## src/sdadc_pkg.sv

```systemverilog
package sdadc_pkg;

    // Decimation
    localparam int DEC_LEN   = 1024;                // Clocks per window
    localparam int WIN_CNT_W = $clog2(DEC_LEN);
    localparam int SAMPLE_W  = 11;                  // Counts 0 to DEC_LEN

    // Dump line format
    localparam int HEX_DIGITS = 3;
    localparam int HEX_W      = 4 * HEX_DIGITS;     // Sample padded to whole nibbles
    localparam int LINE_LEN   = 9;                  // Two samples, space, CR, LF
    localparam int LINE_IDX_W = $clog2(LINE_LEN);

    localparam logic [7:0] CHAR_SPACE = 8'h20;
    localparam logic [7:0] CHAR_CR    = 8'h0D;
    localparam logic [7:0] CHAR_LF    = 8'h0A;

    // UART 8N1
    localparam int CLK_PER_BIT  = 8;
    localparam int BIT_TIME_W   = $clog2(CLK_PER_BIT);
    localparam int UART_FRAME_W = 10;               // Start, 8 data, stop
    localparam int FRAME_CNT_W  = $clog2(UART_FRAME_W);

    // Trim PWM and its SPI register
    localparam int PWM_W      = 8;
    localparam int DUTY_BIT_W = $clog2(PWM_W);

    localparam int SYNC_STAGES = 2;                 // Flops on async pins

endpackage

```

## src/sd_channel.sv

```systemverilog
`timescale 1ns/10ps

module sd_channel (
    input  logic                          clk,
    input  logic                          i_rst,
    input  logic                          i_comp,
    output logic                          o_fb,
    output logic [sdadc_pkg::SAMPLE_W-1:0] o_sample,
    output logic                          o_sample_stb
);
    import sdadc_pkg::*;

    logic [SYNC_STAGES-1:0] sync_q;
    logic                   bit_s;
    logic [WIN_CNT_W-1:0]   win_cnt;
    logic [SAMPLE_W-1:0]    ones_acc;
    logic                   win_end;

    assign bit_s   = sync_q[SYNC_STAGES-1];
    assign o_fb    = bit_s;                         // Drives the RC network
    assign win_end = (win_cnt == WIN_CNT_W'(DEC_LEN - 1));

    always_ff @(posedge clk) begin
        if (i_rst) begin
            sync_q <= '0;
        end else begin
            sync_q <= {sync_q[SYNC_STAGES-2:0], i_comp};
        end
    end

    always_ff @(posedge clk) begin
        if (i_rst) begin
            win_cnt      <= '0;
            ones_acc     <= '0;
            o_sample_stb <= 1'b0;
        end else begin
            o_sample_stb <= win_end;
            if (win_end) begin
                win_cnt  <= '0;
                ones_acc <= '0;                     // Restart for next window
            end else begin
                win_cnt  <= win_cnt + 1'b1;
                ones_acc <= ones_acc + SAMPLE_W'(bit_s);
            end
        end
    end

    // Last bit of the window is folded in here
    always_ff @(posedge clk) begin
        if (win_end) begin
            o_sample <= ones_acc + SAMPLE_W'(bit_s);
        end
    end

endmodule

```

## src/uart_tx.sv

```systemverilog
`timescale 1ns/10ps

module uart_tx (
    input  logic       clk,
    input  logic       i_rst,
    input  logic [7:0] i_data,
    input  logic       i_stb,
    output logic       o_tx,
    output logic       o_busy
);
    import sdadc_pkg::*;

    logic [UART_FRAME_W-1:0] frame;
    logic [BIT_TIME_W-1:0]   tick_cnt;
    logic [FRAME_CNT_W-1:0]  bit_cnt;
    logic                    bit_done;

    assign bit_done = (tick_cnt == BIT_TIME_W'(CLK_PER_BIT - 1));
    assign o_tx     = frame[0];                     // Idle high once shifted out

    always_ff @(posedge clk) begin
        if (i_rst) begin
            frame    <= '1;
            tick_cnt <= '0;
            bit_cnt  <= '0;
            o_busy   <= 1'b0;
        end else if (!o_busy) begin
            if (i_stb) begin
                frame    <= {1'b1, i_data, 1'b0};   // Stop, data, start
                tick_cnt <= '0;
                bit_cnt  <= '0;
                o_busy   <= 1'b1;
            end
        end else if (bit_done) begin
            tick_cnt <= '0;
            frame    <= {1'b1, frame[UART_FRAME_W-1:1]};
            bit_cnt  <= bit_cnt + 1'b1;
            if (bit_cnt == FRAME_CNT_W'(UART_FRAME_W - 1)) begin
                o_busy <= 1'b0;                     // Stop bit complete
            end
        end else begin
            tick_cnt <= tick_cnt + 1'b1;
        end
    end

endmodule

```

## src/hex_dump.sv

```systemverilog
`timescale 1ns/10ps

module hex_dump (
    input  logic                           clk,
    input  logic                           i_rst,
    input  logic [sdadc_pkg::SAMPLE_W-1:0] i_sample0,
    input  logic [sdadc_pkg::SAMPLE_W-1:0] i_sample1,
    input  logic                           i_sample_stb,
    output logic                           o_tx
);
    import sdadc_pkg::*;

    logic [SAMPLE_W-1:0]   s0;
    logic [SAMPLE_W-1:0]   s1;
    logic [LINE_IDX_W-1:0] idx;
    logic                  active;
    logic [7:0]            tx_data;
    logic                  tx_stb;
    logic                  tx_busy;
    logic                  start;
    logic                  send;

    // ASCII byte at position idx of the line for samples a and b
    function automatic logic [7:0] line_char(
        input logic [LINE_IDX_W-1:0] pos_in,
        input logic [SAMPLE_W-1:0]   a,
        input logic [SAMPLE_W-1:0]   b
    );
        logic [HEX_W-1:0] word;
        logic [3:0]       nib;
        logic [7:0]       ch;
        int               pos;
        int               i;

        i    = int'(pos_in);
        word = '0;
        pos  = 0;
        if (i < HEX_DIGITS) begin
            word = HEX_W'(a);
            pos  = i;
        end else if (i > HEX_DIGITS && i < LINE_LEN - 2) begin
            word = HEX_W'(b);
            pos  = i - HEX_DIGITS - 1;
        end
        nib = word[4 * (HEX_DIGITS - 1 - pos) +: 4];   // Most significant first
        if (i == HEX_DIGITS) begin
            ch = CHAR_SPACE;
        end else if (i == LINE_LEN - 2) begin
            ch = CHAR_CR;
        end else if (i == LINE_LEN - 1) begin
            ch = CHAR_LF;
        end else if (nib < 4'd10) begin
            ch = 8'h30 + 8'(nib);
        end else begin
            ch = 8'h37 + 8'(nib);                   // Upper-case A-F
        end
        return ch;
    endfunction

    // Pairs arriving mid-line are dropped
    assign start = !active && i_sample_stb && !tx_busy && !tx_stb;
    assign send  = active && !tx_busy && !tx_stb;

    always_ff @(posedge clk) begin
        if (i_rst) begin
            active <= 1'b0;
            idx    <= '0;
            tx_stb <= 1'b0;
        end else begin
            tx_stb <= start || send;
            if (start) begin
                active <= 1'b1;
                idx    <= LINE_IDX_W'(1);           // Byte 0 goes out now
            end else if (send) begin
                if (idx == LINE_IDX_W'(LINE_LEN - 1)) begin
                    active <= 1'b0;
                    idx    <= '0;
                end else begin
                    idx <= idx + 1'b1;
                end
            end
        end
    end

    always_ff @(posedge clk) begin
        if (start) begin
            s0      <= i_sample0;
            s1      <= i_sample1;
            tx_data <= line_char('0, i_sample0, i_sample1);
        end else if (send) begin
            tx_data <= line_char(idx, s0, s1);
        end
    end

    uart_tx u_tx (
        .clk    (clk),
        .i_rst  (i_rst),
        .i_data (tx_data),
        .i_stb  (tx_stb),
        .o_tx   (o_tx),
        .o_busy (tx_busy)
    );

endmodule

```

## src/spi_cfg.sv

```systemverilog
`timescale 1ns/10ps

module spi_cfg (
    input  logic                        clk,
    input  logic                        i_rst,
    input  logic                        i_spi_sck,
    input  logic                        i_spi_mosi,
    input  logic                        i_spi_cs_n,
    output logic                        o_spi_miso,
    output logic [sdadc_pkg::PWM_W-1:0] o_duty
);
    import sdadc_pkg::*;

    logic [SYNC_STAGES-1:0] sck_q;
    logic [SYNC_STAGES-1:0] mosi_q;
    logic [SYNC_STAGES-1:0] cs_n_q;
    logic                   sck_d;
    logic                   sck_rise;
    logic                   mosi_s;
    logic                   cs_n_s;
    logic [DUTY_BIT_W-1:0]  bit_cnt;
    logic [PWM_W-2:0]       shift;

    assign mosi_s     = mosi_q[SYNC_STAGES-1];
    assign cs_n_s     = cs_n_q[SYNC_STAGES-1];
    assign sck_rise   = sck_q[SYNC_STAGES-1] && !sck_d;
    assign o_spi_miso = 1'b1;                       // No reply path

    always_ff @(posedge clk) begin
        if (i_rst) begin
            sck_q  <= '0;
            mosi_q <= '0;
            cs_n_q <= '1;                           // Deselected
            sck_d  <= 1'b0;
        end else begin
            sck_q  <= {sck_q[SYNC_STAGES-2:0], i_spi_sck};
            mosi_q <= {mosi_q[SYNC_STAGES-2:0], i_spi_mosi};
            cs_n_q <= {cs_n_q[SYNC_STAGES-2:0], i_spi_cs_n};
            sck_d  <= sck_q[SYNC_STAGES-1];
        end
    end

    always_ff @(posedge clk) begin
        if (i_rst) begin
            bit_cnt <= '0;
            o_duty  <= '0;
        end else if (cs_n_s) begin
            bit_cnt <= '0;                          // Partial byte discarded
        end else if (sck_rise) begin
            bit_cnt <= bit_cnt + 1'b1;
            if (bit_cnt == DUTY_BIT_W'(PWM_W - 1)) begin
                o_duty <= {shift, mosi_s};
            end
        end
    end

    // MSB first
    always_ff @(posedge clk) begin
        if (sck_rise) begin
            shift <= {shift[PWM_W-3:0], mosi_s};
        end
    end

endmodule

```

## src/pwm_trim.sv

```systemverilog
`timescale 1ns/10ps

module pwm_trim (
    input  logic                        clk,
    input  logic                        i_rst,
    input  logic [sdadc_pkg::PWM_W-1:0] i_duty,
    output logic                        o_pwm
);
    import sdadc_pkg::*;

    logic [PWM_W-1:0] cnt;

    always_ff @(posedge clk) begin
        if (i_rst) begin
            cnt   <= '0;
            o_pwm <= 1'b0;
        end else begin
            cnt   <= cnt + 1'b1;                    // Wraps every 2**PWM_W clocks
            o_pwm <= (cnt < i_duty);
        end
    end

endmodule

```

## src/sdadc_top.sv

```systemverilog
`timescale 1ns/10ps

module sdadc_top (
    input  logic clk,
    input  logic i_rst,
    input  logic i_comp0,
    input  logic i_comp1,
    input  logic i_spi_sck,
    input  logic i_spi_mosi,
    input  logic i_spi_cs_n,
    output logic o_fb0,
    output logic o_fb1,
    output logic o_tx,
    output logic o_pwm,
    output logic o_spi_miso
);
    import sdadc_pkg::*;

    logic [SAMPLE_W-1:0] sample0;
    logic [SAMPLE_W-1:0] sample1;
    logic                sample_stb;
    logic [PWM_W-1:0]    duty;

    sd_channel u_ch0 (
        .clk          (clk),
        .i_rst        (i_rst),
        .i_comp       (i_comp0),
        .o_fb         (o_fb0),
        .o_sample     (sample0),
        .o_sample_stb (sample_stb)
    );

    // Strobe left open since it coincides with channel 0's
    sd_channel u_ch1 (
        .clk          (clk),
        .i_rst        (i_rst),
        .i_comp       (i_comp1),
        .o_fb         (o_fb1),
        .o_sample     (sample1),
        .o_sample_stb ()
    );

    hex_dump u_dump (
        .clk          (clk),
        .i_rst        (i_rst),
        .i_sample0    (sample0),
        .i_sample1    (sample1),
        .i_sample_stb (sample_stb),
        .o_tx         (o_tx)
    );

    spi_cfg u_spi (
        .clk        (clk),
        .i_rst      (i_rst),
        .i_spi_sck  (i_spi_sck),
        .i_spi_mosi (i_spi_mosi),
        .i_spi_cs_n (i_spi_cs_n),
        .o_spi_miso (o_spi_miso),
        .o_duty     (duty)
    );

    pwm_trim u_pwm (
        .clk    (clk),
        .i_rst  (i_rst),
        .i_duty (duty),
        .o_pwm  (o_pwm)
    );

endmodule

```

## config.mk

```make
export PLATFORM = sky130hd
export DESIGN_NAME = sdadc_top
export DESIGN_NICKNAME = d
export VERILOG_FILES = /design/src/sdadc_pkg.sv /design/src/sd_channel.sv /design/src/uart_tx.sv /design/src/hex_dump.sv /design/src/spi_cfg.sv /design/src/pwm_trim.sv /design/src/sdadc_top.sv
export SDC_FILE = /design/constraint.sdc
export NUM_CORES = 1
export LEC_CHECK = 0
export BUFFER_PORTS_ARGS = -buffer_cell sky130_fd_sc_hd__buf_2
export CAP_MARGIN = 20
export CORE_ASPECT_RATIO = 0.7
export CORE_MARGIN = 8
export CORE_UTILIZATION = 58
export CTS_CLUSTER_SIZE = 28
export DETAILED_ROUTE_END_ITERATION = 6
export GPL_ROUTABILITY_DRIVEN = 0
export GPL_TIMING_DRIVEN = 1
export HOLD_SLACK_MARGIN = 0.1
export PLACE_DENSITY_LB_ADDON = 0.05
export SYNTH_ARGS = -nofsm -noshare
export SYNTH_HDL_FRONTEND = slang
export SYNTH_SLANG_ARGS = --single-unit
```

## constraint.sdc

```tcl
create_clock -name clk -period 8.81 [get_ports clk]
set_clock_uncertainty 0.2 [all_clocks]
set_input_delay 0.881 -clock clk [delete_from_list [all_inputs] [get_ports clk]]
set_output_delay 0.881 -clock clk [all_outputs]
set_load 0.02 [all_outputs]
```

==> flow_results.xml <==
<?xml version="1.0" encoding="UTF-8"?>
<metrics>
  <group name="status">
    <metric name="run_status" unit="">complete, no violations</metric>
  </group>
  <group name="clocking">
    <metric name="cts.repair_timing.setup_buffer_count" unit="">0</metric>
    <metric name="clock_latency_late_sink" unit="ns">0.42</metric>
    <metric name="cts_root_buffer" unit="">sky130_fd_sc_hd__clkbuf_16</metric>
    <metric name="cts_num_sinks" unit="">155</metric>
    <metric name="tritoncts" unit="">yes</metric>
    <metric name="cts_buffers" unit="">17</metric>
    <metric name="ctsHtreeMaxLevel" unit="">4</metric>
    <metric name="cts_buffer_depth" unit="">2</metric>
    <metric name="postCtsHoldBufs" unit="">0</metric>
    <metric name="cts.repair.resized" unit="">0</metric>
    <metric name="clkTransAtPathRegs" unit="ns">0.06</metric>
  </group>
  <group name="sta">
    <metric name="timing.final.hold_violations" unit="">0</metric>
    <metric name="finalMaxSlewViolations" unit="">0</metric>
    <metric name="timing.hold.ws" unit="ns">0.216</metric>
    <metric name="timing_worst_slew_pin_value" unit="ns">1.06</metric>
    <metric name="setup_viol" unit="">0</metric>
    <metric name="layout_setup_ws" unit="ns">4.82</metric>
    <metric name="timing.final.crit_period" unit="ns">3.99</metric>
    <metric name="final.period_utilization" unit="">0.453</metric>
    <metric name="max_slew_margin" unit="">0.290</metric>
    <metric name="max_freq" unit="MHz">251</metric>
    <metric name="rsz0062_at_grt" unit="">false</metric>
    <metric name="finalSetupTns" unit="ns">0</metric>
  </group>
  <group name="synthesis">
    <metric name="post_synth_inst_count" unit="">589</metric>
    <metric name="mappedNetlistArea" unit="um2">6440</metric>
    <metric name="synth_top_cell_by_area" unit="">sky130_fd_sc_hd__dfxtp_1</metric>
    <metric name="syn_avg_cell_area" unit="um2">10.9</metric>
    <metric name="ys_warn_count" unit="">0</metric>
    <metric name="synthesis.nets" unit="">620</metric>
    <metric name="yosysUniqueCellTypes" unit="">57</metric>
    <metric name="synth_enable_flop_cells" unit="">58</metric>
    <metric name="async_set_or_reset_register_ratio_after_synthesis" unit="">0</metric>
    <metric name="synth_top_area_share" unit="">0.301</metric>
    <metric name="ys.flop_type" unit="">sky130_fd_sc_hd__dfxtp_1</metric>
    <metric name="ys_seq_elements" unit="">155</metric>
    <metric name="synthTopCellsByArea" unit="">sky130_fd_sc_hd__dfxtp_1 30%, sky130_fd_sc_hd__edfxtp_1 27%, sky130_fd_sc_hd__ha_1 4.7%</metric>
    <metric name="synth.yosys.seq_area_share" unit="">0.572</metric>
  </group>
  <group name="routing">
    <metric name="detailedRoute.firstIterationViolations" unit="">274</metric>
    <metric name="detail_route.first_pass.iterations" unit="">5</metric>
    <metric name="post_drt_via_cell_ratio" unit="">5.28</metric>
    <metric name="vias" unit="">4024</metric>
    <metric name="wl" unit="mm">10.9</metric>
    <metric name="route.detailed.drc" unit="">0</metric>
    <metric name="postRouteAntennaNets" unit="">0</metric>
    <metric name="route.detailed.wl_per_inst" unit="um">14.3</metric>
  </group>
  <group name="setup_path">
    <metric name="path_class" unit="">reg -&gt; reg</metric>
    <metric name="path_common_cell" unit="">sky130_fd_sc_hd__ha_1</metric>
    <metric name="worstPathRequired" unit="ns">8.78</metric>
    <metric name="critPathArrivalTime" unit="ns">3.96</metric>
    <metric name="timing.critical_path.cells" unit="">inv_1 &gt; ha_1 &gt; nor3_1 &gt; a31oi_1 &gt; o22a_1 &gt; nor2_1 &gt; ha_1 &gt; and3_4 &gt; a221oi_2 &gt; nand2b_1 &gt; ha_1 &gt; a21o_1 &gt; a21oi_1 &gt; a211o_1</metric>
    <metric name="critical_path.top_delay_family" unit="">compound AO/OA/AOI/OAI gates</metric>
    <metric name="cpPeakStageDelay" unit="ns">0.67</metric>
    <metric name="cp.buffers_inverters" unit="">1</metric>
    <metric name="crit_path_top_delay_cell" unit="">sky130_fd_sc_hd__dfxtp_1</metric>
    <metric name="critPathMaxFanout" unit="">13</metric>
    <metric name="critPathCaptureType" unit="">register</metric>
    <metric name="category_of_the_worst_setup_path_launch_point" unit="">register</metric>
  </group>
  <group name="flow_run">
    <metric name="cap_violations" unit="">0</metric>
  </group>
  <group name="global_route">
    <metric name="antenna_violations_before_repair" unit="">0</metric>
    <metric name="grt_max_degree" unit="">65</metric>
    <metric name="globalRouteOverflowTotal" unit="">0</metric>
    <metric name="first_global_vias" unit="">3939</metric>
    <metric name="gr-usage-all-layers" unit="">0.156</metric>
    <metric name="grt_first_pass_wirelength" unit="mm">18.6</metric>
  </group>
  <group name="floorplan">
    <metric name="core.rowCount" unit="">32</metric>
    <metric name="start_util" unit="">0.589</metric>
    <metric name="top_level_ports" unit="">12</metric>
    <metric name="die_area" unit="um2">14800</metric>
    <metric name="core" unit="um2">10900</metric>
    <metric name="die_x" unit="um">142</metric>
    <metric name="die_h" unit="um">104</metric>
  </group>
  <group name="layout">
    <metric name="core_util_final" unit="">0.652</metric>
    <metric name="post_route_non_filler_standard_cell_count" unit="">762</metric>
    <metric name="nets_final" unit="">627</metric>
    <metric name="antenna-diode-count" unit="">0</metric>
    <metric name="proportion_of_layout_cells_with_a_drive_suffix_above_1" unit="">0.0969</metric>
    <metric name="synthToLayoutAreaGrowth" unit="%">10.7</metric>
  </group>
  <group name="pwr">
    <metric name="leakagePower" unit="nW">2.69</metric>
    <metric name="power.ir.vdd_worst" unit="uV">132</metric>
    <metric name="pwr_per_cell_area" unit="nW/um2">204</metric>
  </group>
  <group name="placed_design">
    <metric name="io_buffer_count" unit="">10</metric>
    <metric name="placedCellCount" unit="">730</metric>
    <metric name="preCtsSetupSlack" unit="ns">4.89</metric>
    <metric name="hpwl" unit="mm">7.28</metric>
  </group>
  <group name="hold_path">
    <metric name="hold_wc_path_type" unit="">reg -&gt; reg</metric>
  </group>
</metrics>
metal layers:
layer  part of all wire  routed length, um  GRT usage
met1               0.51               5510      0.212
met4              0.014                148     0.0810
met5                  0                  0          0
met2               0.44               4780      0.226
met3              0.040                433     0.0376
flip-flops by register name, indices dropped and copies added (netlist names), 2 cells and up:
signal,cells
u_spi.sck_q,2
u_ch0.ones_acc,11
u_dump.tx_data,7
u_dump.u_tx.bit_cnt,4
u_spi.o_duty,8
u_spi.bit_cnt,3
u_ch1.sync_q,2
u_dump.s0,11
u_pwm.cnt,8
u_spi.cs_n_q,2
u_spi.mosi_q,2
u_ch1.o_sample,11
u_dump.u_tx.frame,9
u_ch0.sync_q,2
u_dump.u_tx.tick_cnt,3
u_dump.s1,11
u_dump.idx,4
u_ch0.win_cnt,10
u_ch1.ones_acc,11
u_ch1.win_cnt,10
u_spi.shift,7
u_ch0.o_sample,11
synthesized netlist by cell type (3+ instances only):
library cell,number
sky130_fd_sc_hd__a21o_1,5
sky130_fd_sc_hd__edfxtp_1,58
sky130_fd_sc_hd__xor2_1,19
sky130_fd_sc_hd__a21oi_1,25
sky130_fd_sc_hd__o21a_1,3
sky130_fd_sc_hd__nand4_1,3
sky130_fd_sc_hd__and3_1,18
sky130_fd_sc_hd__a32o_1,3
sky130_fd_sc_hd__nor2b_1,35
sky130_fd_sc_hd__o21ai_0,13
sky130_fd_sc_hd__nand2b_1,13
sky130_fd_sc_hd__nor2_1,72
sky130_fd_sc_hd__or2_2,4
sky130_fd_sc_hd__a31oi_1,3
sky130_fd_sc_hd__xnor2_1,24
sky130_fd_sc_hd__nor3_1,12
sky130_fd_sc_hd__nor3b_1,3
sky130_fd_sc_hd__inv_1,26
sky130_fd_sc_hd__nand3_1,26
sky130_fd_sc_hd__o21ai_1,4
sky130_fd_sc_hd__nand2_1,28
sky130_fd_sc_hd__a211o_1,4
sky130_fd_sc_hd__buf_2,3
sky130_fd_sc_hd__mux2i_1,10
sky130_fd_sc_hd__buf_6,3
sky130_fd_sc_hd__ha_1,24
sky130_fd_sc_hd__dfxtp_1,97
sky130_fd_sc_hd__buf_1,4
sky130_fd_sc_hd__clkbuf_1,12
report_power, final:
part / switching, mW / total [mW] / internal, mW
Sequential: 0.00506 / 0.752 / 0.747
Clock: 0.301 / 0.678 / 0.378
Combinational: 0.0159 / 0.0266 / 0.0106
Total: 0.322 / 1.46 / 1.14
final cells by class:
class | instances | area [um2]
fill | 838 | 3800
sequential | 155 | 3680
multi-input combinational | 384 | 2540
clock buffer | 20 | 447
tap | 153 | 191
clock inverter | 12 | 105
inverter | 26 | 97.6
timing repair buffer | 12 | 65.1
kinds of logic (layout without fill, tap and decap cells):
group,after synthesis,in the layout,synth area share
DFF,155,155,0.572
AOI/OAI and AO/OA,76,76,0.0845
other,1,1,0.000582
and+or+nand+nor,227,227,0.178
xor gates and xnor gates,43,43,0.0585
muxes,13,13,0.0254
buffers and inverters,50,70,0.0344
adders and majority gates,24,24,0.0466
worst register-to-register path, stage by stage (launching register included):
cell and delay [ns]:
sky130_fd_sc_hd__dfxtp_1 0.67, sky130_fd_sc_hd__inv_1 0.23, sky130_fd_sc_hd__ha_1 0.38, sky130_fd_sc_hd__nor3_1 0.18, sky130_fd_sc_hd__a31oi_1 0.06, sky130_fd_sc_hd__o22a_1 0.22, sky130_fd_sc_hd__nor2_1 0.09, sky130_fd_sc_hd__ha_1 0.27
sky130_fd_sc_hd__and3_4 0.21, sky130_fd_sc_hd__a221oi_2 0.42, sky130_fd_sc_hd__nand2b_1 0.22, sky130_fd_sc_hd__ha_1 0.20, sky130_fd_sc_hd__a21o_1 0.12, sky130_fd_sc_hd__a21oi_1 0.06, sky130_fd_sc_hd__a211o_1 0.21
cells in the final DEF (no fill, tap or decap), types with 3 or more instances in the layout:
cell type                    n
sky130_fd_sc_hd__a21oi_1    25
sky130_fd_sc_hd__xor2_1     19
sky130_fd_sc_hd__and3_1     18
sky130_fd_sc_hd__xnor2_1    24
sky130_fd_sc_hd__nor2b_1    35
sky130_fd_sc_hd__o21ai_0    13
sky130_fd_sc_hd__nand2_1    28
sky130_fd_sc_hd__or2_2       4
sky130_fd_sc_hd__inv_6       4
sky130_fd_sc_hd__a31oi_1     3
sky130_fd_sc_hd__inv_1      26
sky130_fd_sc_hd__nor3_1     12
sky130_fd_sc_hd__dfxtp_1    97
sky130_fd_sc_hd__a211o_1     4
sky130_fd_sc_hd__ha_1       24
sky130_fd_sc_hd__edfxtp_1   58
sky130_fd_sc_hd__inv_8       3
sky130_fd_sc_hd__mux2i_1    10
sky130_fd_sc_hd__buf_2      10
sky130_fd_sc_hd__o21a_1      3
sky130_fd_sc_hd__a21o_1      5
sky130_fd_sc_hd__nand3_1    26
sky130_fd_sc_hd__o21ai_1     4
sky130_fd_sc_hd__nand2b_1   13
sky130_fd_sc_hd__nor2_1     71
sky130_fd_sc_hd__nand4_1     3
sky130_fd_sc_hd__clkbuf_16  17
sky130_fd_sc_hd__nor3b_1     3
sky130_fd_sc_hd__a32o_1      3
final timing paths:
path | slack, ns | to | from | cells after the start
worst max-delay path | 4.82 | u_dump.tx_data[2]$_DFFE_PP_ | u_dump.idx[0]$_SDFFE_PP0P_ | 14
worst min-delay path | 0.22 | u_dump.s1[10]$_DFFE_PP_ | u_ch1.o_sample[10]$_DFFE_PP_ | 0
worst max register to register | 4.82 | u_dump.tx_data[2]$_DFFE_PP_ | u_dump.idx[0]$_SDFFE_PP0P_ | 14
worst min register to register | 0.22 | u_dump.s1[10]$_DFFE_PP_ | u_ch1.o_sample[10]$_DFFE_PP_ | 0
through the flow:
stage               total power [mW]  cell area [um2]
floorplan                      0.787             6440
global placement               0.793             6580
detailed placement             0.794             6580
CTS                             1.47             7130
global route                    1.50             7130
finish                          1.46             7130
Note: power is estimated with default switching activity, not from simulation.
